### src/rx_front_defs.svh
// rx_front widths: sample, ADC word, gain, packed payload word and counter sizes
`ifndef RX_FRONT_DEFS_SVH
`define RX_FRONT_DEFS_SVH

// one signed I or Q value
`define IQ_WIDTH 16

// packed ADC word, two antennas of I/Q
`define ADC_WORD_WIDTH 64
`define NUM_ANT 2

// baseband gain as a left shift, 0 to 7
`define GAIN_WIDTH 3

// payload words and packet counters
`define PKT_WORD_WIDTH 64
`define PKT_CNT_WIDTH 16

`endif
### src/rx_front_pkg.sv
// rx_front_pkg: I/Q sample type and the two views of a packed ADC word
`include "rx_front_defs.svh"

package rx_front_pkg;

    // q in the upper half, i in the lower half
    typedef struct packed {
        logic signed [`IQ_WIDTH-1:0] q;
        logic signed [`IQ_WIDTH-1:0] i;
    } iq_sample_t;

    // raw word as it arrives, or split per antenna
    // antenna 0 sits in the low half
    typedef union packed {
        logic [`ADC_WORD_WIDTH-1:0]         raw;
        iq_sample_t [`NUM_ANT-1:0]          ant;
    } adc_word_u;

endpackage

### src/rx_front.sv
// rx_front: receive front end, sample path to the demodulator and payload/status path
`timescale 1ns/1ps
`include "rx_front_defs.svh"

module rx_front (
    input  logic                       clk,
    input  logic                       reset,
    // ADC and tx loopback samples
    input  rx_front_pkg::adc_word_u    adc_data,
    input  logic                       adc_valid,
    input  rx_front_pkg::iq_sample_t   tx_iq0,
    input  rx_front_pkg::iq_sample_t   tx_iq1,
    input  logic                       tx_iq_valid,
    // configuration levels
    input  logic                       ant_swap,
    input  logic                       mute_ant0,
    input  logic                       loopback_en,
    input  logic [`GAIN_WIDTH-1:0]     bb_gain,
    input  logic                       strobe_delay_sel,
    input  logic                       intr_on_any_fcs,
    // to the demodulator
    output logic [2*`IQ_WIDTH-1:0]     sample0,
    output logic [2*`IQ_WIDTH-1:0]     sample1,
    output logic                       sample_strobe,
    // from the decoder
    input  logic [7:0]                 byte_in,
    input  logic                       byte_in_strobe,
    input  logic                       pkt_header_valid_strobe,
    input  logic                       fcs_in_strobe,
    input  logic                       fcs_ok,
    // packed payload and packet status
    output logic [`PKT_WORD_WIDTH-1:0] word_out,
    output logic                       word_strobe,
    output logic                       rx_pkt_intr,
    output logic [`PKT_CNT_WIDTH-1:0]  rx_pkt_sn,
    output logic [`PKT_CNT_WIDTH-1:0]  good_count,
    output logic [`PKT_CNT_WIDTH-1:0]  bad_count,
    output logic                       fcs_ok_led
);

    rx_front_pkg::iq_sample_t [`NUM_ANT-1:0] lane_iq;
    logic                                    lane_valid;
    rx_front_pkg::iq_sample_t [`NUM_ANT-1:0] gain_iq;
    logic [`NUM_ANT-1:0]                     gain_valid;

    rx_sample_select u_select (
        .clk         (clk),
        .reset       (reset),
        .adc_data    (adc_data),
        .adc_valid   (adc_valid),
        .tx_iq0      (tx_iq0),
        .tx_iq1      (tx_iq1),
        .tx_iq_valid (tx_iq_valid),
        .ant_swap    (ant_swap),
        .mute_ant0   (mute_ant0),
        .loopback_en (loopback_en),
        .lane_iq     (lane_iq),
        .lane_valid  (lane_valid)
    );

    // one gain lane per antenna
    for (genvar k = 0; k < `NUM_ANT; k++)
    begin : g_lane
        rx_gain_lane u_lane (
            .clk          (clk),
            .reset        (reset),
            .iq_in        (lane_iq[k]),
            .iq_valid     (lane_valid),
            .bb_gain      (bb_gain),
            .iq_out       (gain_iq[k]),
            .iq_out_valid (gain_valid[k])
        );
    end

    rx_sample_align u_align (
        .clk              (clk),
        .reset            (reset),
        .gain_iq          (gain_iq),
        .gain_valid       (gain_valid),
        .strobe_delay_sel (strobe_delay_sel),
        .sample0          (sample0),
        .sample1          (sample1),
        .sample_strobe    (sample_strobe)
    );

    rx_byte_packer u_packer (
        .clk                     (clk),
        .reset                   (reset),
        .byte_in                 (byte_in),
        .byte_in_strobe          (byte_in_strobe),
        .pkt_header_valid_strobe (pkt_header_valid_strobe),
        .fcs_in_strobe           (fcs_in_strobe),
        .word_out                (word_out),
        .word_strobe             (word_strobe)
    );

    rx_pkt_status u_status (
        .clk             (clk),
        .reset           (reset),
        .fcs_in_strobe   (fcs_in_strobe),
        .fcs_ok          (fcs_ok),
        .intr_on_any_fcs (intr_on_any_fcs),
        .rx_pkt_intr     (rx_pkt_intr),
        .rx_pkt_sn       (rx_pkt_sn),
        .good_count      (good_count),
        .bad_count       (bad_count),
        .fcs_ok_led      (fcs_ok_led)
    );

endmodule

### src/rx_pkt_status.sv
// rx_pkt_status: fcs strobe decode into interrupt, sequence number, frame counters and led
`timescale 1ns/1ps
`include "rx_front_defs.svh"

module rx_pkt_status (
    input  logic                      clk,
    input  logic                      reset,
    input  logic                      fcs_in_strobe,
    input  logic                      fcs_ok,
    input  logic                      intr_on_any_fcs,
    output logic                      rx_pkt_intr,
    output logic [`PKT_CNT_WIDTH-1:0] rx_pkt_sn,
    output logic [`PKT_CNT_WIDTH-1:0] good_count,
    output logic [`PKT_CNT_WIDTH-1:0] bad_count,
    output logic                      fcs_ok_led
);

    logic fcs_valid;
    logic fcs_invalid;
    logic intr_src;

    assign fcs_valid   = fcs_in_strobe & fcs_ok;
    assign fcs_invalid = fcs_in_strobe & ~fcs_ok;

    // any-fcs mode also raises the interrupt on a bad frame
    assign intr_src = intr_on_any_fcs ? (fcs_valid | fcs_invalid) : fcs_valid;

    always_ff @(posedge clk)
    begin
        if (reset)
        begin
            rx_pkt_intr <= 1'b0;
            rx_pkt_sn   <= '0;
            good_count  <= '0;
            bad_count   <= '0;
            fcs_ok_led  <= 1'b0;
        end
        else
        begin
            rx_pkt_intr <= intr_src;
            if (fcs_in_strobe)
                rx_pkt_sn <= rx_pkt_sn + 1'b1;
            if (fcs_valid)
            begin
                good_count <= good_count + 1'b1;
                fcs_ok_led <= ~fcs_ok_led;
            end
            if (fcs_invalid)
                bad_count <= bad_count + 1'b1;
        end
    end

endmodule

### src/rx_byte_packer.sv
// rx_byte_packer: little-endian packing of payload bytes into words, partial flush at fcs
`timescale 1ns/1ps
`include "rx_front_defs.svh"

module rx_byte_packer (
    input  logic                       clk,
    input  logic                       reset,
    input  logic [7:0]                 byte_in,
    input  logic                       byte_in_strobe,
    input  logic                       pkt_header_valid_strobe,
    input  logic                       fcs_in_strobe,
    output logic [`PKT_WORD_WIDTH-1:0] word_out,
    output logic                       word_strobe
);

    localparam int BYTES_PER_WORD = `PKT_WORD_WIDTH / 8;
    localparam int IDX_W          = $clog2(BYTES_PER_WORD);

    logic [IDX_W-1:0]           byte_idx;
    logic [`PKT_WORD_WIDTH-1:0] word_acc;
    logic                       byte_take;

    // header strobe wins over a byte
    assign byte_take = byte_in_strobe & ~pkt_header_valid_strobe;

    // first byte of a word clears the rest, so a flush is zero padded
    always_ff @(posedge clk)
    begin
        if (byte_take)
        begin
            if (byte_idx == '0)
                word_acc <= {{(`PKT_WORD_WIDTH-8){1'b0}}, byte_in};
            else
                word_acc[{byte_idx, 3'b000} +: 8] <= byte_in;
        end
    end

    always_ff @(posedge clk)
    begin
        if (reset)
        begin
            byte_idx    <= '0;
            word_strobe <= 1'b0;
        end
        else
        begin
            word_strobe <= 1'b0;
            if (pkt_header_valid_strobe)
                byte_idx <= '0;
            else if (byte_in_strobe)
            begin
                // index wraps to 0 after the last byte
                byte_idx <= byte_idx + 1'b1;
                if (byte_idx == IDX_W'(BYTES_PER_WORD - 1))
                    word_strobe <= 1'b1;
            end
            else if (fcs_in_strobe && byte_idx != '0)
            begin
                byte_idx    <= '0;
                word_strobe <= 1'b1;
            end
        end
    end

    assign word_out = word_acc;

endmodule

### src/rx_sample_align.sv
// rx_sample_align: i-high demodulator sample layout with an optional extra strobe cycle
`timescale 1ns/1ps
`include "rx_front_defs.svh"

module rx_sample_align (
    input  logic                                    clk,
    input  logic                                    reset,
    input  rx_front_pkg::iq_sample_t [`NUM_ANT-1:0] gain_iq,
    input  logic [`NUM_ANT-1:0]                     gain_valid,
    input  logic                                    strobe_delay_sel,
    output logic [2*`IQ_WIDTH-1:0]                  sample0,
    output logic [2*`IQ_WIDTH-1:0]                  sample1,
    output logic                                    sample_strobe
);

    logic [`NUM_ANT-1:0][2*`IQ_WIDTH-1:0] stage1;
    logic [`NUM_ANT-1:0][2*`IQ_WIDTH-1:0] stage2;
    logic                                 strobe1;
    logic                                 strobe2;

    // demodulator wants i on top
    always_ff @(posedge clk)
    begin
        for (int k = 0; k < `NUM_ANT; k++)
        begin
            stage1[k] <= {gain_iq[k].i, gain_iq[k].q};
        end
        stage2 <= stage1;
    end

    // lanes run in lock step, lane 0 stands for both
    always_ff @(posedge clk)
    begin
        if (reset)
        begin
            strobe1 <= 1'b0;
            strobe2 <= 1'b0;
        end
        else
        begin
            strobe1 <= gain_valid[0];
            strobe2 <= strobe1;
        end
    end

    assign sample0       = strobe_delay_sel ? stage2[0] : stage1[0];
    assign sample1       = strobe_delay_sel ? stage2[1] : stage1[1];
    assign sample_strobe = strobe_delay_sel ? strobe2 : strobe1;

endmodule

### src/rx_gain_lane.sv
// rx_gain_lane: saturating left-shift gain on one antenna's I/Q pair
`timescale 1ns/1ps
`include "rx_front_defs.svh"

module rx_gain_lane (
    input  logic                     clk,
    input  logic                     reset,
    input  rx_front_pkg::iq_sample_t iq_in,
    input  logic                     iq_valid,
    input  logic [`GAIN_WIDTH-1:0]   bb_gain,
    output rx_front_pkg::iq_sample_t iq_out,
    output logic                     iq_out_valid
);

    // headroom for the largest shift
    localparam int EXT_W  = (1 << `GAIN_WIDTH) - 1;
    localparam int WIDE_W = `IQ_WIDTH + EXT_W;

    function automatic logic signed [`IQ_WIDTH-1:0] sat_shift(
        input logic signed [`IQ_WIDTH-1:0] x,
        input logic [`GAIN_WIDTH-1:0]      sh
    );
        logic signed [WIDE_W-1:0]    wide;
        logic signed [`IQ_WIDTH-1:0] result;
        wide = {{EXT_W{x[`IQ_WIDTH-1]}}, x};
        wide = wide <<< sh;
        // fits when all bits above the kept sign agree with it
        if (&wide[WIDE_W-1:`IQ_WIDTH-1] || ~|wide[WIDE_W-1:`IQ_WIDTH-1])
            result = wide[`IQ_WIDTH-1:0];
        else if (wide[WIDE_W-1])
            result = {1'b1, {(`IQ_WIDTH-1){1'b0}}};
        else
            result = {1'b0, {(`IQ_WIDTH-1){1'b1}}};
        return result;
    endfunction

    always_ff @(posedge clk)
    begin
        iq_out.i <= sat_shift(iq_in.i, bb_gain);
        iq_out.q <= sat_shift(iq_in.q, bb_gain);
    end

    always_ff @(posedge clk)
    begin
        if (reset)
            iq_out_valid <= 1'b0;
        else
            iq_out_valid <= iq_valid;
    end

endmodule

### src/rx_sample_select.sv
// rx_sample_select: antenna swap, antenna 0 mute and tx loopback ahead of the gain lanes
`timescale 1ns/1ps
`include "rx_front_defs.svh"

module rx_sample_select (
    input  logic                                    clk,
    input  logic                                    reset,
    input  rx_front_pkg::adc_word_u                 adc_data,
    input  logic                                    adc_valid,
    input  rx_front_pkg::iq_sample_t                tx_iq0,
    input  rx_front_pkg::iq_sample_t                tx_iq1,
    input  logic                                    tx_iq_valid,
    input  logic                                    ant_swap,
    input  logic                                    mute_ant0,
    input  logic                                    loopback_en,
    output rx_front_pkg::iq_sample_t [`NUM_ANT-1:0] lane_iq,
    output logic                                    lane_valid
);

    rx_front_pkg::adc_word_u sel_word;
    rx_front_pkg::adc_word_u lane_word;

    always_comb
    begin
        sel_word.raw = adc_data.raw;
        if (ant_swap)
        begin
            sel_word.ant[0] = adc_data.ant[1];
            sel_word.ant[1] = adc_data.ant[0];
        end
        // mute applies after the swap
        if (mute_ant0)
            sel_word.ant[0] = '0;
        // loopback overrides swap and mute
        if (loopback_en)
            sel_word.raw = {tx_iq1, tx_iq0};
    end

    always_ff @(posedge clk)
    begin
        lane_word <= sel_word;
    end

    always_ff @(posedge clk)
    begin
        if (reset)
            lane_valid <= 1'b0;
        else
            lane_valid <= loopback_en ? tx_iq_valid : adc_valid;
    end

    assign lane_iq = lane_word.ant;

endmodule

### config.mk
export PLATFORM = sky130hd
export DESIGN_NAME = rx_front
export DESIGN_NICKNAME = d
export VERILOG_FILES = /design/src/rx_front_pkg.sv /design/src/rx_front.sv /design/src/rx_pkt_status.sv /design/src/rx_byte_packer.sv /design/src/rx_sample_align.sv /design/src/rx_gain_lane.sv /design/src/rx_sample_select.sv
export VERILOG_INCLUDE_DIRS = /design/src /design/src/src
export SDC_FILE = /design/constraint.sdc
export NUM_CORES = 1
export LEC_CHECK = 0
export ABC_AREA = 1
export BUFFER_PORTS_ARGS = -buffer_cell sky130_fd_sc_hd__clkbuf_2
export CAP_MARGIN = 20
export CORE_MARGIN = 2
export CORE_UTILIZATION = 55
export DETAILED_ROUTE_END_ITERATION = 8
export PLACE_DENSITY = 0.8
export SETUP_SLACK_MARGIN = 0.4
export SLEW_MARGIN = 20
export SYNTH_ARGS = -nofsm -noshare
export SYNTH_HDL_FRONTEND = slang
export SYNTH_SLANG_ARGS = --single-unit
### constraint.sdc
create_clock -name clk -period 4 [get_ports clk]
set_input_delay 0.2 -clock clk [delete_from_list [all_inputs] [get_ports clk]]
set_output_delay 0.2 -clock clk [all_outputs]
set_load 0.05 [all_outputs]
==> flow_summary_export.csv <==
group,metric,value,unit
status,violations,"DRC",
routing,dr_total_vias,14494,
status,outcome,"finished with violations",
worst_setup_path,cp_slowest_cell,"nor2_1",
yosys,synth_area,0.0157,mm²
floorplanning,die_y,173,µm
place,globalplace.congestion,0.918,
cts,worst_skew_pair.late_latency,0.52,ns
worst_setup_path,setup.worst_path.class,"reg -> reg",
sta,setup_viol,0,
yosys,ys_ff_latch,378,
sta,slew_viol_final,0,
yosys,synth_edf_count,64,
place,dp_hpwl,29.9,mm
routing,ant_nets,0,
layout,stdcell_count,2681,
place,numPortBuffers,331,
layout,drive_above_1_share,21.8,%
power_and_ir_drop,ir_drop,0.317,mV
routing,first_iter_violations,1452,
cts,post_cts_buffers,0,
global_routing,grt.total_usage,28.3,%
cts,cts_buffers,37,
worst_setup_path,end_kind,"flop",
routing,first_pass_iters,9,
routing,drcViolationCount,3,
worst_setup_path,cp_num_buf_inv,1,
layout,seq_area,0.00821,mm²
min_path,hp-class,"in -> reg",
cts,clock_sinks,378,
worst_setup_path,crit_path_cell_trace,"inv_1 -> ha_1 -> ha_1 -> nor2_1 -> nand2_1 -> nor2_1 -> nor2_1 -> a211oi_1",
yosys,ys_types,40,
worst_setup_path,path_common_cell,"nor2_1",
routing,wl,44.1,mm
place,dp.cells,2504,
global_routing,overflow,0,
power_and_ir_drop,fin_total_pwr,0.00941,W
sta,holdWs,0.0360,ns
sta,rsz0062_at_grt,"no",
floorplanning,rows,61,
cts,cts_buffer_depth,3,
floorplanning,ios,332,
global_routing,grt_max_degree,66,
sta,hold_viol_final,0,
yosys,ys_warn_count,0,
cts,clkTransAtPathRegs,0.06,ns
sta,worst_pin_slew,1.04,ns
sta,fmax,0.394,GHz
power_and_ir_drop,p_per_area,478,mW/mm²
yosys,syn_nets,2051,
routing,wire_per_inst,16.5,µm
sta,final.min_clock_period,2.54,ns
cts,cts_resized,0,
worst_setup_path,crit_fanout,16,
sta,skew,0.0156,ns
cts,htree_levels,2,
yosys,syn_area_per_cell,8.30,µm²
yosys,postSynth.asyncResetShare,0,%
yosys,dominantRegCellSynth,"dfxtp_1",
worst_setup_path,cp_top_family,"simple AND/OR/NAND/NOR gates",
global_routing,grt_pass1_wl,69.7,mm
floorplanning,fp.dieW,173,µm
worst_setup_path,crit_path_start_kind,"flop",
sta,slew_headroom,30.3,%
layout,multi_input_area,0.00655,mm²
global_routing,antenna_found_initial,1,
cts,clockRootBuffer,"clkbuf_16",
yosys,synth_cells,1891,
layout,area_delta_synth_final,25.4,%
sta,setup_tns,0,ns
floorplanning,core-area,0.0279,mm²
layout,fillerInstances,2136,
power_and_ir_drop,power.leakage,8.86,nW
job,maxCapViolations,0,
worst_setup_path,arrival,2.87,ns
cts,cts_tree,"built",
worst_setup_path,cpPeakStageDelay,0.70,ns
sta,post-route-period-util,63.4,%
floorplanning,initial_core_util,56.2,%
global_routing,grt_pass1_vias,13594,
layout,nNetsFinal,2436,
yosys,yosysSeqAreaShare,52.3,%
worst_setup_path,required,4.33,ns
routing,via_per_inst,5.41,
floorplanning,die_area,0.0299,mm²
cell usage after synthesis (all sizes together), types with 2 or more instances:
| master | number | area, µm² |
|---|---|---|
| mux2i | 19 | 190 |
| a211oi | 59 | 443 |
| nand4 | 8 | 50.1 |
| o21a | 3 | 22.5 |
| a21oi | 101 | 505 |
| or2 | 3 | 18.8 |
| o211a | 2 | 20.0 |
| nor3 | 15 | 80.1 |
| nor3b | 7 | 52.6 |
| inv | 101 | 389 |
| edfxtp | 64 | 1920 |
| nand2 | 472 | 1820 |
| ha | 8 | 100 |
| mux2 | 64 | 721 |
| dfxtp | 314 | 6290 |
| clkbuf | 52 | 195 |
| nand3 | 155 | 816 |
| nor2 | 221 | 832 |
| o21bai | 2 | 15.0 |
| o21ai | 154 | 771 |
| buf | 56 | 365 |
| xor2 | 5 | 43.8 |
cells by family after synthesis:
| kind of cell | share of synthesized area [%] |
|---|---|
| muxes | 5.80 |
| and+or+nand+nor | 23.4 |
| adders and majority gates | 0.638 |
| xor gates and xnor gates | 0.335 |
| AOI/OAI and AO/OA | 11.5 |
| buffers and inverters | 6.07 |
| DFF | 52.3 |
state kept, by name, summed over array words and instances, names as in the netlist, 3 cells and up:
| register | count |
|---|---|
| u_align.stage1 | 64 |
| g_lane.u_lane.iq_out | 64 |
| u_packer.word_out | 64 |
| u_select.lane_iq | 64 |
| u_status.bad_count | 16 |
| u_status.good_count | 16 |
| u_align.stage2 | 64 |
| u_status.rx_pkt_sn | 16 |
| u_packer.byte_idx | 3 |
power breakdown:
group          internal (W)  total (W)  switching [W]
sequential          0.00422    0.00439       0.000164
combinational      0.000514    0.00165        0.00113
clock               0.00196    0.00338        0.00141
total               0.00670    0.00941        0.00271
area by class of cell:
class                   instances  share of cell area [%]
flip-flops and latches        378                    41.7
multi-input cells            1303                    33.3
repair buffers                454                    14.6
clock buffers                  51                    5.26
well taps                     378                    2.40
inverters                     102                    2.00
clock inverters                14                   0.807
diodes                          1                  0.0127
layout by cell type (no fill, tap or decap), types with 2 or more instances in the layout:
master,count
nand2_1,458
clkbuf_2,331
dfxtp_1,314
nor2_1,219
o21ai_0,154
nand3_1,147
dlygate4sd3_1,110
a21oi_1,101
inv_1,95
mux2_2,64
edfxtp_1,64
a211oi_1,59
clkbuf_16,37
mux2i_1,19
nor3_1,14
nand2_2,12
buf_4,12
nand3_2,8
nand4_1,8
ha_1,7
clkbuf_1,7
nor3b_1,6
clkinv_2,6
xor2_1,5
clkbuf_8,5
o21a_1,3
or2_2,3
inv_2,3
inv_8,2
clkinv_1,2
nand2_4,2
o21bai_1,2
o211a_1,2
clkinv_8,2
clkbuf_4,2
bufinv_16,2
per-stage QoR:
step | setup slack, ns | instance area (µm²) | util (%)
after CTS | 1.49 | 19700 | 70.4
after global routing | 1.17 | 19700 | 70.5
after global placement | 1.52 | 17400 | 62.2
final | 1.46 | 19700 | 70.5
after detailed placement | 1.44 | 17400 | 62.2
after floorplan | 0.919 | 15700 | -
path summary, 6_finish.rpt:
check	startpoint	endpoint	slack, ns	cells after the start
worst max-delay path	u_packer.byte_idx[0]	u_packer.word_out[46]	1.46	8
worst min-delay path	fcs_in_strobe	u_status.rx_pkt_sn[0]	0.04	2
worst max register to register	u_packer.byte_idx[0]	u_packer.word_out[46]	1.46	8
worst min register to register	g_lane[0].u_lane.iq_out[31]	u_align.stage1[15]	0.32	0
timing repair:
item                                    4_1_cts  5_1_grt
hold endpoints to repair                     66        0
hold buffers                                110        0
endpoints found under the setup margin        0        0
worst register-to-register path: stages (launching register included):
cell      delay (ns)
dfxtp_1         0.42
inv_1           0.13
ha_1            0.25
ha_1            0.25
nor2_1          0.19
nand2_1         0.09
nor2_1          0.70
nor2_1          0.08
a211oi_1        0.24
layer usage:
metal	global-route usage, %	vias up	routed length (µm)	part of all wire, %
met2	44.8	782	19500	44
met4	10.6	0	1510	3.4
li1	-	7060	-	-
met5	0	-	0	0
met3	5.52	116	3890	8.8
met1	38.7	6536	19200	44
No activity file was read; power rests on OpenSTA's default activity.
